--- config.mk ---
export PLATFORM = sky130hd
export DESIGN_NAME = sprite_renderer
export DESIGN_NICKNAME = d
export VERILOG_FILES = /design/src/bus_pkg.sv /design/src/sprite_pkg.sv /design/src/sprite_renderer.sv
export SDC_FILE = /design/constraint.sdc
export NUM_CORES = 1
export LEC_CHECK = 0
export BUFFER_PORTS_ARGS = -buffer_cell sky130_fd_sc_hd__buf_2
export CAP_MARGIN = 0
export CORE_ASPECT_RATIO = 1.4
export CORE_MARGIN = 2
export CORE_UTILIZATION = 35
export DETAILED_ROUTE_END_ITERATION = 12
export GPL_ROUTABILITY_DRIVEN = 0
export PLACE_DENSITY = 0.66
export SYNTH_ARGS = -nofsm -noshare
export SYNTH_HDL_FRONTEND = slang
export SYNTH_SLANG_ARGS = --single-unit
--- constraint.sdc ---
create_clock -name CLK -period 7.85 [get_ports CLK]
set_input_delay 1.1775 -clock CLK [delete_from_list [all_inputs] [get_ports CLK]]
set_output_delay 1.1775 -clock CLK [all_outputs]
set_load 0.1 [all_outputs]
--- src/bus_pkg.sv ---
//----------------------------------------------------------------------------
// Host register bus and sprite memory channel types
//  register address, data and write record
//  sprite memory word address and data
//  attribute table select codes
//----------------------------------------------------------------------------

package bus_pkg;

	// Bits 9:8 pick the table, bits 7:0 the sprite
	typedef logic [9:0]  reg_addr_t;
	typedef logic [15:0] reg_data_t;

	typedef struct packed {
		reg_addr_t addr;
		reg_data_t data;
		logic      wr;
	} reg_wr_t;

	typedef logic [15:0] mem_addr_t;
	// Four nibbles, lowest nibble is the leftmost pixel
	typedef logic [15:0] mem_data_t;

	localparam logic [1:0] TABLE_X = 2'd0;
	localparam logic [1:0] TABLE_Y = 2'd1;
	localparam logic [1:0] TABLE_H = 2'd2;
	localparam logic [1:0] TABLE_A = 2'd3;

endpackage

--- src/sprite_pkg.sv ---
//----------------------------------------------------------------------------
// Sprite engine types
//  pixel, color, coordinate and sheet address widths
//  per-sprite attribute record assembled from the four tables
//  single pixel write into the scanline buffer
//----------------------------------------------------------------------------

package sprite_pkg;

	typedef logic [9:0]  coord_t;
	// Value 0 is transparent
	typedef logic [3:0]  nibble_t;
	typedef logic [3:0]  palette_t;
	// Palette high in the upper nibble, pixel in the lower
	typedef logic [7:0]  color_t;
	// Sprite width minus one
	typedef logic [5:0]  width_t;
	typedef logic [17:0] nibble_addr_t;

	typedef struct packed {
		coord_t      x;
		logic        en;
		palette_t    pal;
		logic        stride;	// 0: 320 nibbles per row, 1: 256
		coord_t      y_start;
		width_t      width;
		coord_t      y_end;
		logic [15:0] base;	// Sheet word address
		logic [5:0]  reserved;
	} sprite_attr_t;

	typedef struct packed {
		coord_t x;
		color_t color;
		logic   we;
	} pix_wr_t;

endpackage

--- src/sprite_renderer.sv ---
//----------------------------------------------------------------------------
// Sprite line renderer
//  walks all sprites on each horizontal tick
//  line hit test and sheet nibble address computation
//  sprite memory fetch over the rvalid/rready channel
//  blit of opaque nibbles into the scanline buffer
//----------------------------------------------------------------------------

module sprite_renderer #(
	parameter int SPRITE_INDEX_BITS = 8
) (
	input  logic                         CLK,
	input  logic                         RSTb,
	input  logic                         H_tick,
	input  sprite_pkg::coord_t           display_y,
	output logic [SPRITE_INDEX_BITS-1:0] sprite_idx,
	input  sprite_pkg::sprite_attr_t     attr,
	output bus_pkg::mem_addr_t           memory_address,
	input  bus_pkg::mem_data_t           memory_data,
	output logic                         rvalid,
	input  logic                         rready,
	output sprite_pkg::pix_wr_t          pix
);

	typedef enum logic [3:0] {
		S_IDLE,
		S_BEGIN,
		S_HIT,
		S_ADDR,
		S_FETCH,
		S_BLIT0,
		S_BLIT1,
		S_BLIT2,
		S_BLIT3,
		S_NEXT
	} state_t;

	state_t                   state;
	state_t                   blit_next;
	sprite_pkg::coord_t       line_y;
	sprite_pkg::coord_t       pix_x;
	sprite_pkg::coord_t       v;
	sprite_pkg::coord_t       hit_v;
	sprite_pkg::width_t       u;
	sprite_pkg::width_t       width;
	sprite_pkg::palette_t     pal;
	sprite_pkg::nibble_t      nib;
	sprite_pkg::nibble_addr_t row_off;
	sprite_pkg::nibble_addr_t fetch_addr;
	bus_pkg::mem_data_t       data_q;
	logic                     hit;
	logic                     last_sprite;

	assign hit = attr.en && (line_y >= attr.y_start) && (line_y <= attr.y_end);
	assign hit_v = line_y - attr.y_start;
	assign last_sprite = (sprite_idx == '1);

	// Row offset is v * 256, plus v * 64 for the 320 nibble stride
	always_comb begin
		row_off = {v, 8'd0};
		if (!attr.stride) begin
			row_off = row_off + {2'b00, v, 6'd0};
		end
		fetch_addr = {attr.base, 2'b00} + row_off + sprite_pkg::nibble_addr_t'(u);
	end

	// Nibble for the current blit state, zero outside blits
	always_comb begin
		nib       = '0;
		blit_next = S_ADDR;
		case (state)
			S_BLIT0: begin
				nib       = data_q[3:0];
				blit_next = S_BLIT1;
			end
			S_BLIT1: begin
				nib       = data_q[7:4];
				blit_next = S_BLIT2;
			end
			S_BLIT2: begin
				nib       = data_q[11:8];
				blit_next = S_BLIT3;
			end
			S_BLIT3: begin
				nib       = data_q[15:12];
				blit_next = S_ADDR;
			end
			default: ;
		endcase
		pix.x     = pix_x;
		pix.color = {pal, nib};
		pix.we    = (nib != '0);
	end

	always_ff @(posedge CLK) begin
		if (!RSTb) begin
			state      <= S_IDLE;
			sprite_idx <= '0;
			rvalid     <= 1'b0;
		end else if (H_tick) begin
			// New line, abandon whatever is left
			state      <= S_BEGIN;
			sprite_idx <= '0;
			rvalid     <= 1'b0;
			line_y     <= display_y;
		end else begin
			case (state)
				S_IDLE: ;
				// Attribute read in flight
				S_BEGIN: state <= S_HIT;
				S_HIT: begin
					if (hit) begin
						pix_x <= attr.x;
						u     <= '0;
						v     <= hit_v;
						pal   <= attr.pal;
						width <= attr.width;
						state <= S_ADDR;
					end else if (last_sprite) begin
						state <= S_IDLE;
					end else begin
						sprite_idx <= sprite_idx + 1'b1;
						state      <= S_BEGIN;
					end
				end
				S_ADDR: begin
					memory_address <= fetch_addr[17:2];
					rvalid         <= 1'b1;
					state          <= S_FETCH;
				end
				S_FETCH: begin
					if (rready) begin
						data_q <= memory_data;
						rvalid <= 1'b0;
						state  <= S_BLIT0;
					end
				end
				S_BLIT0, S_BLIT1, S_BLIT2, S_BLIT3: begin
					pix_x <= pix_x + 1'b1;
					u     <= u + 1'b1;
					if (u == width) begin
						state <= S_NEXT;
					end else begin
						state <= blit_next;
					end
				end
				S_NEXT: begin
					if (last_sprite) begin
						state <= S_IDLE;
					end else begin
						sprite_idx <= sprite_idx + 1'b1;
						state      <= S_BEGIN;
					end
				end
				default: state <= S_IDLE;
			endcase
		end
	end

endmodule

======== Word-level counts from Yosys, hierarchy flattened ========
Cells that the tools add are included.
storage, ports and cells
  bits in registers ....................... 91
  bits of input ports ..................... 94
operators by class
  bitwise logic cells ..................... 3
  $add $sub $neg .......................... 7
  reduce and logical (&&, ||, !) cells .... 18
  order comparisons ....................... 2
  eq/ne operators ......................... 16
  multiplexer cells ....................... 18
operator list
  kind                   number
  $pmux 4 s7             1
  $pmux 10 s2            1
  $add 18x16->18         1
  $add 18x18->18         1
  $add 18x6->18          1
  $mux 18                1
  $eq 4x3->1 const B     4
  $mux 8                 2
  $pmux 4 s4             1
  $pmux 8 s2             1
  $pmux 4 s3             1
  $pmux 6 s2             1
  $reduce_and 4->1       3
  $add 10x1->10 const B  1
  $ge 10x10->1           1
  $le 10x10->1           1
  $mux 10                1
  $reduce_and 2->1       5
  $sub 10x10->10         1
  $add 8x1->8 const B    1
  $eq 4x2->1 const B     2
  $eq 4x4->1 const B     2
  $eq 8x8->1 const B     1
  $mux 4                 2
  17 further kinds       27

======== Depth between registers and ports, before layout ========
Gate-level depths: netlist (run 1).
  depth after elaboration ................. 6
  gate-level depth with buffers ........... 15

======== Worst setup path before layout (run 1) ========
OpenSTA, ideal clock, no wires.
  path kind ............................... flip-flop to output port
  start ................................... register state[2]
  end ..................................... output port pix[0] in the netlist's numbering
  data required time ...................... 6.673 ns
  path buffers ............................ 1
  setup slack ............................. 3.305 ns
  cell stages (with the launch flop) ...... 6
  arrival ................................. 3.367 ns
  cells stage by stage .................... dfxtp_1 > buf_2 > nor3b_1 > a22oi_1 > o22ai_1 > or4_1
RTL lines
  item                      RTL line                text
  start: declaration        sprite_renderer.sv:38   state_t state;
  start signal: assignment  sprite_renderer.sv:144  state <= blit_next;
  end: declaration          sprite_renderer.sv:22   output sprite_pkg::pix_wr_t pix

==> results of run 1 <==
worst max-delay path, cell delays in order, from the launching register on:
cell and delay (ps):
dfxtp_1 720, nor3b_1 230, a22oi_1 250, o22ai_1 140
or4_1 530, buf_2 300
synth_stat cells, types with 3 or more instances:
| master | count | area [um^2] |
|---|---|---|
| nor3_1 | 8 | 40.04 |
| o22ai_1 | 5 | 31.28 |
| o21a_1 | 8 | 60.06 |
| a211oi_1 | 5 | 37.54 |
| xnor2_1 | 25 | 219.0 |
| buf_2 | 3 | 15.01 |
| and3_1 | 3 | 18.77 |
| o21ai_1 | 18 | 90.09 |
| nand2_1 | 51 | 191.4 |
| nor2b_1 | 9 | 56.30 |
| inv_1 | 37 | 138.9 |
| nand2b_1 | 14 | 87.58 |
| clkbuf_1 | 4 | 15.01 |
| o211ai_1 | 3 | 22.52 |
| nor2_1 | 37 | 138.9 |
| o21ai_0 | 15 | 75.07 |
| mux2i_1 | 13 | 130.1 |
| ha_1 | 46 | 575.6 |
| edfxtp_1 | 78 | 2342 |
| o31ai_1 | 4 | 30.03 |
| nand3_1 | 12 | 60.06 |
| dfxtp_1 | 13 | 260.3 |
| fa_1 | 3 | 60.06 |
| a21oi_1 | 28 | 140.1 |
| or3_1 | 3 | 18.77 |
| xor2_1 | 14 | 122.6 |
| a21o_1 | 7 | 52.55 |
| a22oi_1 | 4 | 30.03 |
| nand4_1 | 9 | 56.30 |
worst max path at each step:
| stage | startpoint | to | slack, ps | cells after the start |
|---|---|---|---|---|
| 6_report | state[0]$_SDFFE_PN0P_ | pix[0] | 4140 | 5 |
| 5_1_grt | state[0]$_SDFFE_PN0P_ | pix[0] | 4020 | 5 |
| 4_1_cts | state[0]$_SDFFE_PN0P_ | pix[0] | 4140 | 5 |
| 3_5_place_dp | attr[38] | pix_x[7]$_DFFE_PP_ | 4230 | 11 |
| 3_3_place_gp | attr[38] | pix_x[0]$_DFFE_PP_ | 4250 | 11 |
| 2_1_floorplan | state[2]$_SDFFE_PN0P_ | pix[0] | 3310 | 5 |
power breakdown:
part	leakage [nW]	total (mW)	switching [mW]	internal, mW
Combinational	1.87	0.133	0.0694	0.0639
Clock	0.150	0.439	0.211	0.228
Sequential	0.817	0.537	0.00388	0.533
metal layers:
metal	up-vias	GRT usage, %	routed length (um)
li1	2219	-	-
met1	1964	16.39	5051
met2	108	25.23	6008
met3	9	4.257	817
met4	2	4.233	159
met5	-	0	16
layout make-up:
| type | instances | area share [%] |
|---|---|---|
| flip-flops and latches | 91 | 38.12 |
| clock buffers | 9 | 3.299 |
| repair buffers | 136 | 10.15 |
| well taps | 196 | 3.592 |
| inverters | 39 | 2.254 |
| diodes | 2 | 0.07331 |
| clock inverters | 7 | 1.155 |
| multi-input cells | 393 | 41.35 |
flip-flops by register name, indices dropped and copies added, names as in the netlist:
register	count
data_q	16
line_y	10
memory_address	16
pal	4
pix_x	10
rvalid	1
sprite_idx	8
state	4
u	6
v	10
width	6
logic make-up (layout without fill, tap and decap cells):
logic type               after synthesis  count (layout)  synth area share, %
buffers and inverters                 49             191                3.733
XOR/XNOR                              39              39                6.067
other                                  0               2                    0
AND/OR/NAND/NOR                      168             168                15.20
AO/OA/AOI/OAI                        120             120                14.38
multiplexers                          16              16                2.911
adder cells (fa/ha/maj)               50              50                11.49
flip-flops                            91              91                46.22
stage by stage:
stage	util, %	cells	setup slack [ps]	area (um^2)
2_1_floorplan	-	533	3305	5630
3_3_place_gp	41.58	855	4246	6518
3_5_place_dp	41.58	855	4231	6518
4_1_cts	43.52	871	4137	6822
5_1_grt	43.52	871	4023	6822
6_report	43.55	873	4142	6827
==> qor.yml, run 1 <==
run_status:
  status: "finished, final reports clean"
sta:
  layout_min_cycle_time_ps: 3708
  setup_viol: 0
  fin_setup_tns_ps: 0
  period_share_pct: 47.23
  tightest_slew_ps: 1158
  grt_setup_unrepaired: "no"
  skew_ps: 9.006
  max_freq_mhz: 269.7
  hold_viol: 0
  max_slew_margin_pct: 22.65
  holdWs_ps: 482.5
  slew_violations: 0
place:
  dp_hpwl_mm: 9.478
  io_buffer_count: 131
cells_and_area:
  area_growth_pct: 21.24
  layout_commonest_cell: "buf_2"
  fin_nets: 813
  drive_gt1_share_pct: 26.37
  final_cell_mix: "buf_2, edfxtp_1, nand2_1, ha_1"
  multiInputGateArea_um2: 2823
  fillers: 1552
  ff_latch_area_um2: 2603
critical_path:
  rr_worst_depth: 14
  r2r_start: "v[2]$_DFFE_PP_"
  worst-setup-path-type: "reg2out"
  cp_data_required_time_ps: 6670
  cp-start-kind: "flop"
  r2r-end: "memory_address[15]$_DFFE_PP_"
  end_kind: "output port"
  r2r_setup_slack_ps: 4610
  worstPathMaxFanout: 10
  arrival_ps: 2530
route:
  drc_errors: 0
  drtAntennaViolNets: 0
  dr.pass1.iters: 4
  drt_wl_total_mm: 12.05
  num_vias: 4302
  drt_iter0_drc: 160
  routed_via_density: 4.928
  wire_per_inst_um: 13.81
clocking:
  cts-buffers-inserted: 9
  cts_tree: "built"
  cts_resized: 0
  root_buffer: "clkbuf_16"
  insertion_delay_ps: 340
  hold_buffers: 0
  clock_sinks: 91
  postCtsSetupBuffers: 0
  clk_pin_slew_ps: 80
  htreeDepth: 3
  clockBufferDepth: 2
floorplan:
  core_um2: 15680
  io_pins: 138
  num_rows: 54
  fp.dieH_um: 154.1
  initial_core_util_pct: 35.92
  die_w_um: 111.2
  dieArea_um2: 17130
global_routing:
  gr-usage-all-layers_pct: 14.17
  grt_max_degree: 27
  grt_antenna_before_repair: 2
  grt_overflow_total: 0
  grt_pass1_vias: 4203
  grt_pass1_wl_mm: 19.88
yosys:
  synthCells: 533
  syn_area_um2: 5630
  avgSynthCellArea_um2: 10.56
  syn_nets: 676
  synth_warnings: 0
  synth-edff-count: 78
  yosys_most_used_dff: "edfxtp_1"
  seq_area_frac_synth_pct: 46.22
  ys_async_sr_fraction_pct: 0
  ys_types: 74
  ys_ff_latch: 91
pwr:
  finalPower_mw: 1.109
  p_leak_nw: 2.833
  vdd_ir_drop_max_uv: 125.6
  powerDensity_nw_per_um2: 162.4
hold_path:
  whs_path_depth: 2
  hp-start: "sprite_idx[5]$_SDFFE_PN0P_"
  worstHoldPathType: "reg2reg"
  hold_path_end: "sprite_idx[5]$_SDFFE_PN0P_"
run:
  cap_violations: 0
Note: power is estimated with default switching activity, not from simulation.
==> run 2, diff against run 1 <==
- ABC_AREA: not set -> 1
- PLACE_DENSITY: 0.66 -> 0.68
- clock period: 7.85 -> 3.4 ns (I/O delays scaled with it)
==> qor.yml, run 2 <==
cells_and_area:
  final_util_pct: 42.79  # was 43.55%
  drive_gt1_share_pct: 22.22  # was 26.37%
  top_regs: "data_q: 16 flops, memory_address: 16 flops"  # unchanged
  layout_commonest_cell: "buf_2"  # unchanged
  fillers: 1608  # was 1552
  final_cell_mix: "buf_2, nand2_1, inv_1, edfxtp_1, nor2_1"  # was buf_2, edfxtp_1, nand2_1, ha_1
  layoutNonFillerInstCount: 983  # was 873
  fin_nets: 921  # was 813
  area_growth_pct: 21.19  # was 21.24%
clocking:
  clockBufferDepth: 2  # unchanged
  postCtsSetupBuffers: 0  # unchanged
  hold_buffers: 0  # unchanged
  cts_tree: "built"  # unchanged
  cts-buffers-inserted: 9  # unchanged
  insertion_delay_ps: 360  # was 340 ps
  root_buffer: "clkbuf_16"  # unchanged
  clock_sinks: 91  # unchanged
  htreeDepth: 3  # unchanged
  cts_resized: 0  # unchanged
  clk_pin_slew_ps: 80  # about the same
critical_path:
  worst-setup-path-type: "reg2reg"  # was reg2out
  r2r_start: "v[2]$_DFFE_PP_"  # unchanged
  r2r_setup_slack_ps: 370  # was 4610 ps
  r2r-end: "memory_address[15]$_DFFE_PP_"  # unchanged
  cp_data_required_time_ps: 3510  # was 6670 ps
  worstPathMaxFanout: 4  # was 10
  worst-path-buf-inv: 2  # was 1
  end_kind: "flop"  # was output port
  crit_top_cell: "nand2_1"
  path_cells: "ha_1 > inv_1 > fa_1 > inv_1 > nand3_1 > nand2_1 > nand2_1 > nand2_1 > a21oi_1 > xor2_1 > o21ai_0 > ha_1 > a21o_1 > a21oi_1 > o21bai_1 > a21oi_1 > nand3b_1 > nand2_1"  # was nor3b_1 > a22oi_1 > o22ai_1 > or4_1 > buf_2
  arrival_ps: 3140  # was 2530 ps
  critical-path-slowest-cell: "edfxtp_1"  # was dfxtp_1
  cp-start-kind: "flop"  # unchanged
  rr_worst_depth: 18  # was 14
  cp_slowest_stage_delay_ps: 390  # was 720 ps
  cp_top_family: "adder cells"  # was simple AND/OR/NAND/NOR gates
yosys:
  ys_types: 41  # was 74
  synth.area.top_cells: "edfxtp_1, ha_1, nand2_1"  # was edfxtp_1, ha_1, dfxtp_1
  synth_area_leader_cell: "edfxtp_1"  # unchanged
  syn_nets: 780  # was 676
  synth_warnings: 0  # unchanged
  ys_async_sr_fraction_pct: 0  # unchanged
  synth_top_area_share_pct: 41.37  # was 41.60%
  syn_area_um2: 5662  # was 5630 um^2
  synth-edff-count: 78  # unchanged
  ys_ff_latch: 91  # unchanged
  yosys_most_used_dff: "edfxtp_1"  # unchanged
  synthCells: 637  # was 533
  yosys-top-cells-count: "nand2_1, inv_1, edfxtp_1"  # was edfxtp_1, nand2_1, ha_1
  yosysMostFrequentCell: "nand2_1"  # was edfxtp_1
  seq_area_frac_synth_pct: 45.97  # was 46.22%
  avgSynthCellArea_um2: 8.888  # was 10.56 um^2
floorplan:
  num_rows: 55  # was 54
  io_pins: 138  # unchanged
  initial_core_util_pct: 35.31  # was 35.92%
  dieArea_um2: 17220  # was 17130 um^2
  core_um2: 16030  # was 15680 um^2
  fp.dieH_um: 154.5  # was 154.1 um
  die_w_um: 111.5  # was 111.2 um
route:
  drt_wl_total_mm: 12.41  # was 12.05 mm
  drtAntennaViolNets: 0  # unchanged
  dr.pass1.iters: 4  # unchanged
  num_vias: 4628  # was 4302
  drc_errors: 0  # unchanged
  wire_per_inst_um: 12.63  # was 13.81 um
  routed_via_density: 4.708  # was 4.928
  drt_iter0_drc: 150  # was 160
pwr:
  vdd_ir_drop_max_uv: 211.6  # was 125.6 uV
  p_leak_nw: 3.344  # was 2.833 nW
  powerDensity_nw_per_um2: 374.9  # was 162.4 nW/um^2
global_routing:
  grt_pass1_vias: 4533  # was 4203
  grt_antenna_before_repair: 1  # was 2
  gr-usage-all-layers_pct: 14.79  # was 14.17%
  grt_max_degree: 25  # was 27
  grt_overflow_total: 0  # unchanged
  grt_pass1_wl_mm: 20.66  # was 19.88 mm
hold_path:
  whs_path_depth: 1  # was 2
  worstHoldPathType: "in2reg"  # was reg2reg
  hp-start: "memory_data[3]"  # was sprite_idx[5]$_SDFFE_PN0P_
  hold_path_end: "data_q[3]$_DFFE_PP_"  # was sprite_idx[5]$_SDFFE_PN0P_
place:
  dp_hpwl_mm: 9.882  # was 9.478 mm
  io_buffer_count: 131  # unchanged
  placed_cells: 966  # was 855
sta:
  setup_viol: 0  # unchanged
  skew_ps: 12.16  # was 9.006 ps
  layout_min_cycle_time_ps: 3032
  grt_setup_unrepaired: "no"  # unchanged
  slew_violations: 0  # unchanged
  holdWs_ps: 320.7  # was 482.5 ps
  max_freq_mhz: 329.8
  fin_setup_tns_ps: 0  # unchanged
  tightest_slew_ps: 496.5  # was 1158 ps
  period_share_pct: 89.17
  max_slew_margin_pct: 67.13  # was 22.65%
  hold_viol: 0  # unchanged
run_status:
  status: "finished, final reports clean"  # unchanged
run:
  cap_violations: 0  # unchanged
run 2: layout make-up:
cell class / count / area, um^2 / area share [%]
diodes: 1 / 2.502 / 0.03647
clock buffers: 9 / 225.2 / 3.282
clock inverters: 7 / 76.32 / 1.112
inverters: 104 / 392.9 / 5.726
multi-input cells: 437 / 2628 / 38.29
flip-flops and latches: 91 / 2603 / 37.93
well taps: 199 / 249.0 / 3.629
repair buffers: 135 / 685.7 / 9.993
run 2: worst max-delay path by stage:
stage | start | to | depth (start not counted)
5_1_grt | v[2]$_DFFE_PP_ | memory_address[15]$_DFFE_PP_ | 18
2_1_floorplan | attr[44] | pal[0]$_DFFE_PP_ | 9
4_1_cts | v[2]$_DFFE_PP_ | memory_address[15]$_DFFE_PP_ | 18
3_5_place_dp | v[2]$_DFFE_PP_ | memory_address[15]$_DFFE_PP_ | 18
6_report | v[2]$_DFFE_PP_ | memory_address[15]$_DFFE_PP_ | 18
3_3_place_gp | v[2]$_DFFE_PP_ | memory_address[15]$_DFFE_PP_ | 18
run 2: metrics by stage:
stage	setup WS (ps)	power [mW]	area (um^2)
after floorplan	587.8	1.478	5662
after global placement	432.1	1.580	6558
after detailed placement	353.0	1.584	6558
after CTS	339.5	2.609	6859
after global routing	81.47	2.701	6859
final	368.2	2.572	6862
run 2: logic make-up (layout without fill, tap and decap cells):
group / Yosys count / count (layout) / share of synthesized area, %
simple gates: 253 / 253 / 19.31
buf+inv: 109 / 255 / 7.669
compound gates: 96 / 96 / 9.791
flops: 91 / 91 / 45.97
fa+ha+maj: 49 / 49 / 11.23
xor+xnor: 39 / 39 / 6.033
other cells: 0 / 1 / 0
run 2: power by group:
| group | switching (mW) | internal, mW | leakage [nW] |
|---|---|---|---|
| registers | 0.00743 | 1.23 | 0.824 |
| clock network | 0.491 | 0.524 | 0.149 |
| logic | 0.183 | 0.134 | 2.37 |
run 2: per-layer routing:
metal	global-route usage (%)	vias up	wire (um)
met5	0	-	0
met1	17.82	2103	5387
met2	25.93	94	6237
met4	6.584	0	269
met3	2.469	16	517
li1	-	2415	-
run 2: worst reg2reg max path: stages (launching register included):
cell and delay (ps):
edfxtp_1 390, ha_1 180, inv_1 50, fa_1 360
inv_1 90, nand3_1 70, nand2_1 110, nand2_1 70
nand2_1 60, a21oi_1 70, xor2_1 140, o21ai_0 150
ha_1 290, a21o_1 210, a21oi_1 130, o21bai_1 70
a21oi_1 160, nand3b_1 130, nand2_1 50
==> run 3, diff against run 2 <==
- CTS_BUF_LIST: not set -> sky130_fd_sc_hd__clkbuf_8
- clock period: 3.4 -> 2.6 ns (I/O delays scaled with it)
==> qor.yml, run 3 (synthesized netlist as in run 2, its figures left out) <==
sta:
  slew_violations: 0  # unchanged
  max_slew_margin_pct: 66.77  # was 67.13%
  tightest_slew_ps: 501.9  # was 496.5 ps
  max_freq_mhz: 357.7  # was 329.8 MHz
  period_share_pct: 107.5  # was 89.17%
  layout_min_cycle_time_ps: 2796  # was 3032 ps
  hold_viol: 0  # unchanged
  holdWs_ps: 163.7  # was 320.7 ps
  setup_slack_ps: -195.6  # was 368.2 ps
  skew_ps: 21.06  # was 12.16 ps
  setup_viol: 5  # was 0
  grt_setup_unrepaired: "yes"  # was no
global_routing:
  grt_pass1_vias: 4587  # was 4533
  grt_antenna_before_repair: 2  # was 1
  grt_max_degree: 25  # unchanged
  grt_overflow_total: 0  # unchanged
  gr-usage-all-layers_pct: 14.99  # was 14.79%
  grt_pass1_wl_mm: 20.91  # was 20.66 mm
cells_and_area:
  layoutNonFillerInstCount: 1017  # was 983
  drive_gt1_share_pct: 30.39  # was 22.22%
  layout_commonest_cell: "buf_2"  # unchanged
  area_growth_pct: 28.38  # was 21.19%
  final_cell_mix: "buf_2, nand2_1, inv_1, edfxtp_1, nor2_1"  # unchanged
  fillers: 1541  # was 1608
  final_area_um2: 7268  # was 6862 um^2
  top_regs: "data_q: 16 flops, memory_address: 16 flops"  # unchanged
  fin_nets: 954  # was 921
run:
  cap_violations: 0  # unchanged
floorplan:
  dieArea_um2: 17220  # unchanged
  core_um2: 16030  # unchanged
  die_w_um: 111.5  # unchanged
  initial_core_util_pct: 35.31  # unchanged
  num_rows: 55  # unchanged
  fp.dieH_um: 154.5  # unchanged
  io_pins: 138  # unchanged
hold_path:
  hold_path_end: "data_q[0]$_DFFE_PP_"  # was data_q[3]$_DFFE_PP_
  hp-start: "memory_data[0]"  # was memory_data[3]
  whs_path_depth: 1  # unchanged
  worstHoldPathType: "in2reg"  # unchanged
run_status:
  violations: "setup timing"
  status: "finished with violations"  # was finished, final reports clean
route:
  drt_iter0_drc: 117  # was 150
  dr.pass1.iters: 4  # unchanged
  drc_errors: 0  # unchanged
  drt_wl_total_mm: 12.79  # was 12.41 mm
  num_vias: 4736  # was 4628
  wire_per_inst_um: 12.58  # was 12.63 um
  drtAntennaViolNets: 0  # unchanged
  routed_via_density: 4.657  # was 4.708
critical_path:
  r2r-end: "memory_address[15]$_DFFE_PP_"  # unchanged
  rr_worst_depth: 18  # unchanged
  critical-path-slowest-cell: "edfxtp_1"  # unchanged
  path_cells: "ha_2 > inv_2 > fa_2 > inv_2 > nand3_2 > nand2_2 > nand2_2 > nand2_2 > a21oi_2 > xor2_1 > o21ai_1 > ha_1 > a21o_1 > a21oi_2 > o21bai_1 > a21oi_2 > nand3b_1 > nand2_1"  # was ha_1 > inv_1 > fa_1 > inv_1 > nand3_1 > nand2_1 > nand2_1 > nand2_1 > a21oi_1 > xor2_1 > o21ai_0 > ha_1 > a21o_1 > a21oi_1 > o21bai_1 > a21oi_1 > nand3b_1 > nand2_1
  r2r_setup_slack_ps: -200  # was 370 ps
  worstPathMaxFanout: 3  # was 4
  cp_data_required_time_ps: 2740  # was 3510 ps
  worst-setup-path-type: "reg2reg"  # unchanged
  cp_slowest_stage_delay_ps: 370  # was 390 ps
  arrival_ps: 2940  # was 3140 ps
  r2r_start: "v[0]$_DFFE_PP_"  # was v[2]$_DFFE_PP_
  end_kind: "flop"  # unchanged
  cp-start-kind: "flop"  # unchanged
clocking:
  cts_tree: "built"  # unchanged
  htreeDepth: 3  # unchanged
  cts-buffers-inserted: 9  # unchanged
  clk_pin_slew_ps: 110  # was 80 ps
  insertion_delay_ps: 390  # was 360 ps
  clock_sinks: 91  # unchanged
  root_buffer: "clkbuf_8"  # was clkbuf_16
  clockBufferDepth: 2  # unchanged
pwr:
  internal_power_mw: 2.298  # was 1.890 mW
  finalPower_mw: 3.168  # was 2.572 mW
  powerDensity_nw_per_um2: 435.8  # was 374.9 nW/um^2
  p_sw_share_pct: 27.45  # was 26.51%
  pwr-share-comb_pct: 15.4  # was 12.3%
  p_leak_nw: 3.491  # was 3.344 nW
  p_clk_share_pct: 33.4  # was 39.5%
  pwr-share-seq_pct: 51.2  # was 48.2%
  netSwitchingPower_mw: 0.8694  # was 0.6818 mW
  vdd_ir_drop_max_uv: 221.3  # was 211.6 uV
place:
  place_area_um2: 6770  # was 6558 um^2
  placed_cells: 990  # was 966
  dp_hpwl_mm: 9.737  # was 9.882 mm
  io_buffer_count: 131  # unchanged
-- run 3: cell count changes in the layout (fill, tap and decap cells not counted), moves of 4 or more --
cell,before,now
a21oi_1,47,36
a21oi_2,1,10
buf_4,4,32
clkbuf_16,9,0
clkbuf_8,0,9
ha_1,46,40
ha_4,0,5
inv_1,100,95
inv_2,3,7
nand2_1,126,119
nand2_2,3,9
o21ai_0,25,17
o21ai_1,2,7
-- run 3: cell type report --
type,count,area [um^2],area share (%)
diodes,2,5.005,0.06886
clock buffers,9,123.9,1.704
clock inverters,7,91.34,1.257
inverters,104,395.4,5.440
multi-input cells,437,2831,38.96
flip-flops and latches,91,2603,35.81
well taps,199,249.0,3.426
repair buffers,168,969.7,13.34
-- run 3: how the worst max path moves through the flow --
stage	startpoint	end	slack, ps	depth (start not counted)
3_5_place_dp	v[2]$_DFFE_PP_	memory_address[15]$_DFFE_PP_	-270	18
6_report	v[0]$_DFFE_PP_	memory_address[15]$_DFFE_PP_	-200	18
5_1_grt	v[0]$_DFFE_PP_	memory_address[15]$_DFFE_PP_	-400	18
2_1_floorplan	v[2]$_DFFE_PP_	memory_address[15]$_DFFE_PP_	-140	18
3_3_place_gp	v[2]$_DFFE_PP_	memory_address[15]$_DFFE_PP_	-190	18
4_1_cts	v[0]$_DFFE_PP_	memory_address[15]$_DFFE_PP_	-210	18
-- run 3: per-layer routing --
layer	up-vias	wire length [um]	track usage [%]
met3	20	625	3.605
met2	111	6423	26.51
met5	-	0	0
met4	0	255	5.644
met1	2126	5487	17.61
li1	2479	-	-
-- run 3: critical path: cells and delay by family (launching register included) --
family | cells | cell delay (ps)
fa+ha+maj | 3 | 850
compound gates | 6 | 650
simple gates | 6 | 420
flops | 1 | 370
xor+xnor | 1 | 140
buf+inv | 2 | 110
-- run 3: through the flow --
stage               setup slack [ps]  util [%]  setup TNS (ps)
floorplan                     -137.5         -          -137.5
global placement              -190.5     42.22          -691.6
detailed placement            -268.4     42.22          -948.9
CTS                           -207.4     44.67          -603.4
global route                  -397.9     45.31           -1706
finish                        -195.6     45.33          -684.2
-- run 3: repair_timing --
| item | in CTS | in global routing |
|---|---|---|
| pin swaps | 15 | 13 |
| resized for setup | 35 | 18 |
| buffers inserted | 5 | 4 |
| endpoints found under the setup margin | 6 | 8 |
| hold buffers | 0 | 0 |
-- run 3: power by group through the flow --
stage,logic (mW),registers [mW],clock network [mW]
6_report,0.489,1.62,1.06
5_1_grt,0.554,1.62,1.14
4_1_cts,0.468,1.62,1.10
3_5_place_dp,0.437,1.65,0
3_3_place_gp,0.432,1.65,0
2_1_floorplan,0.272,1.66,0
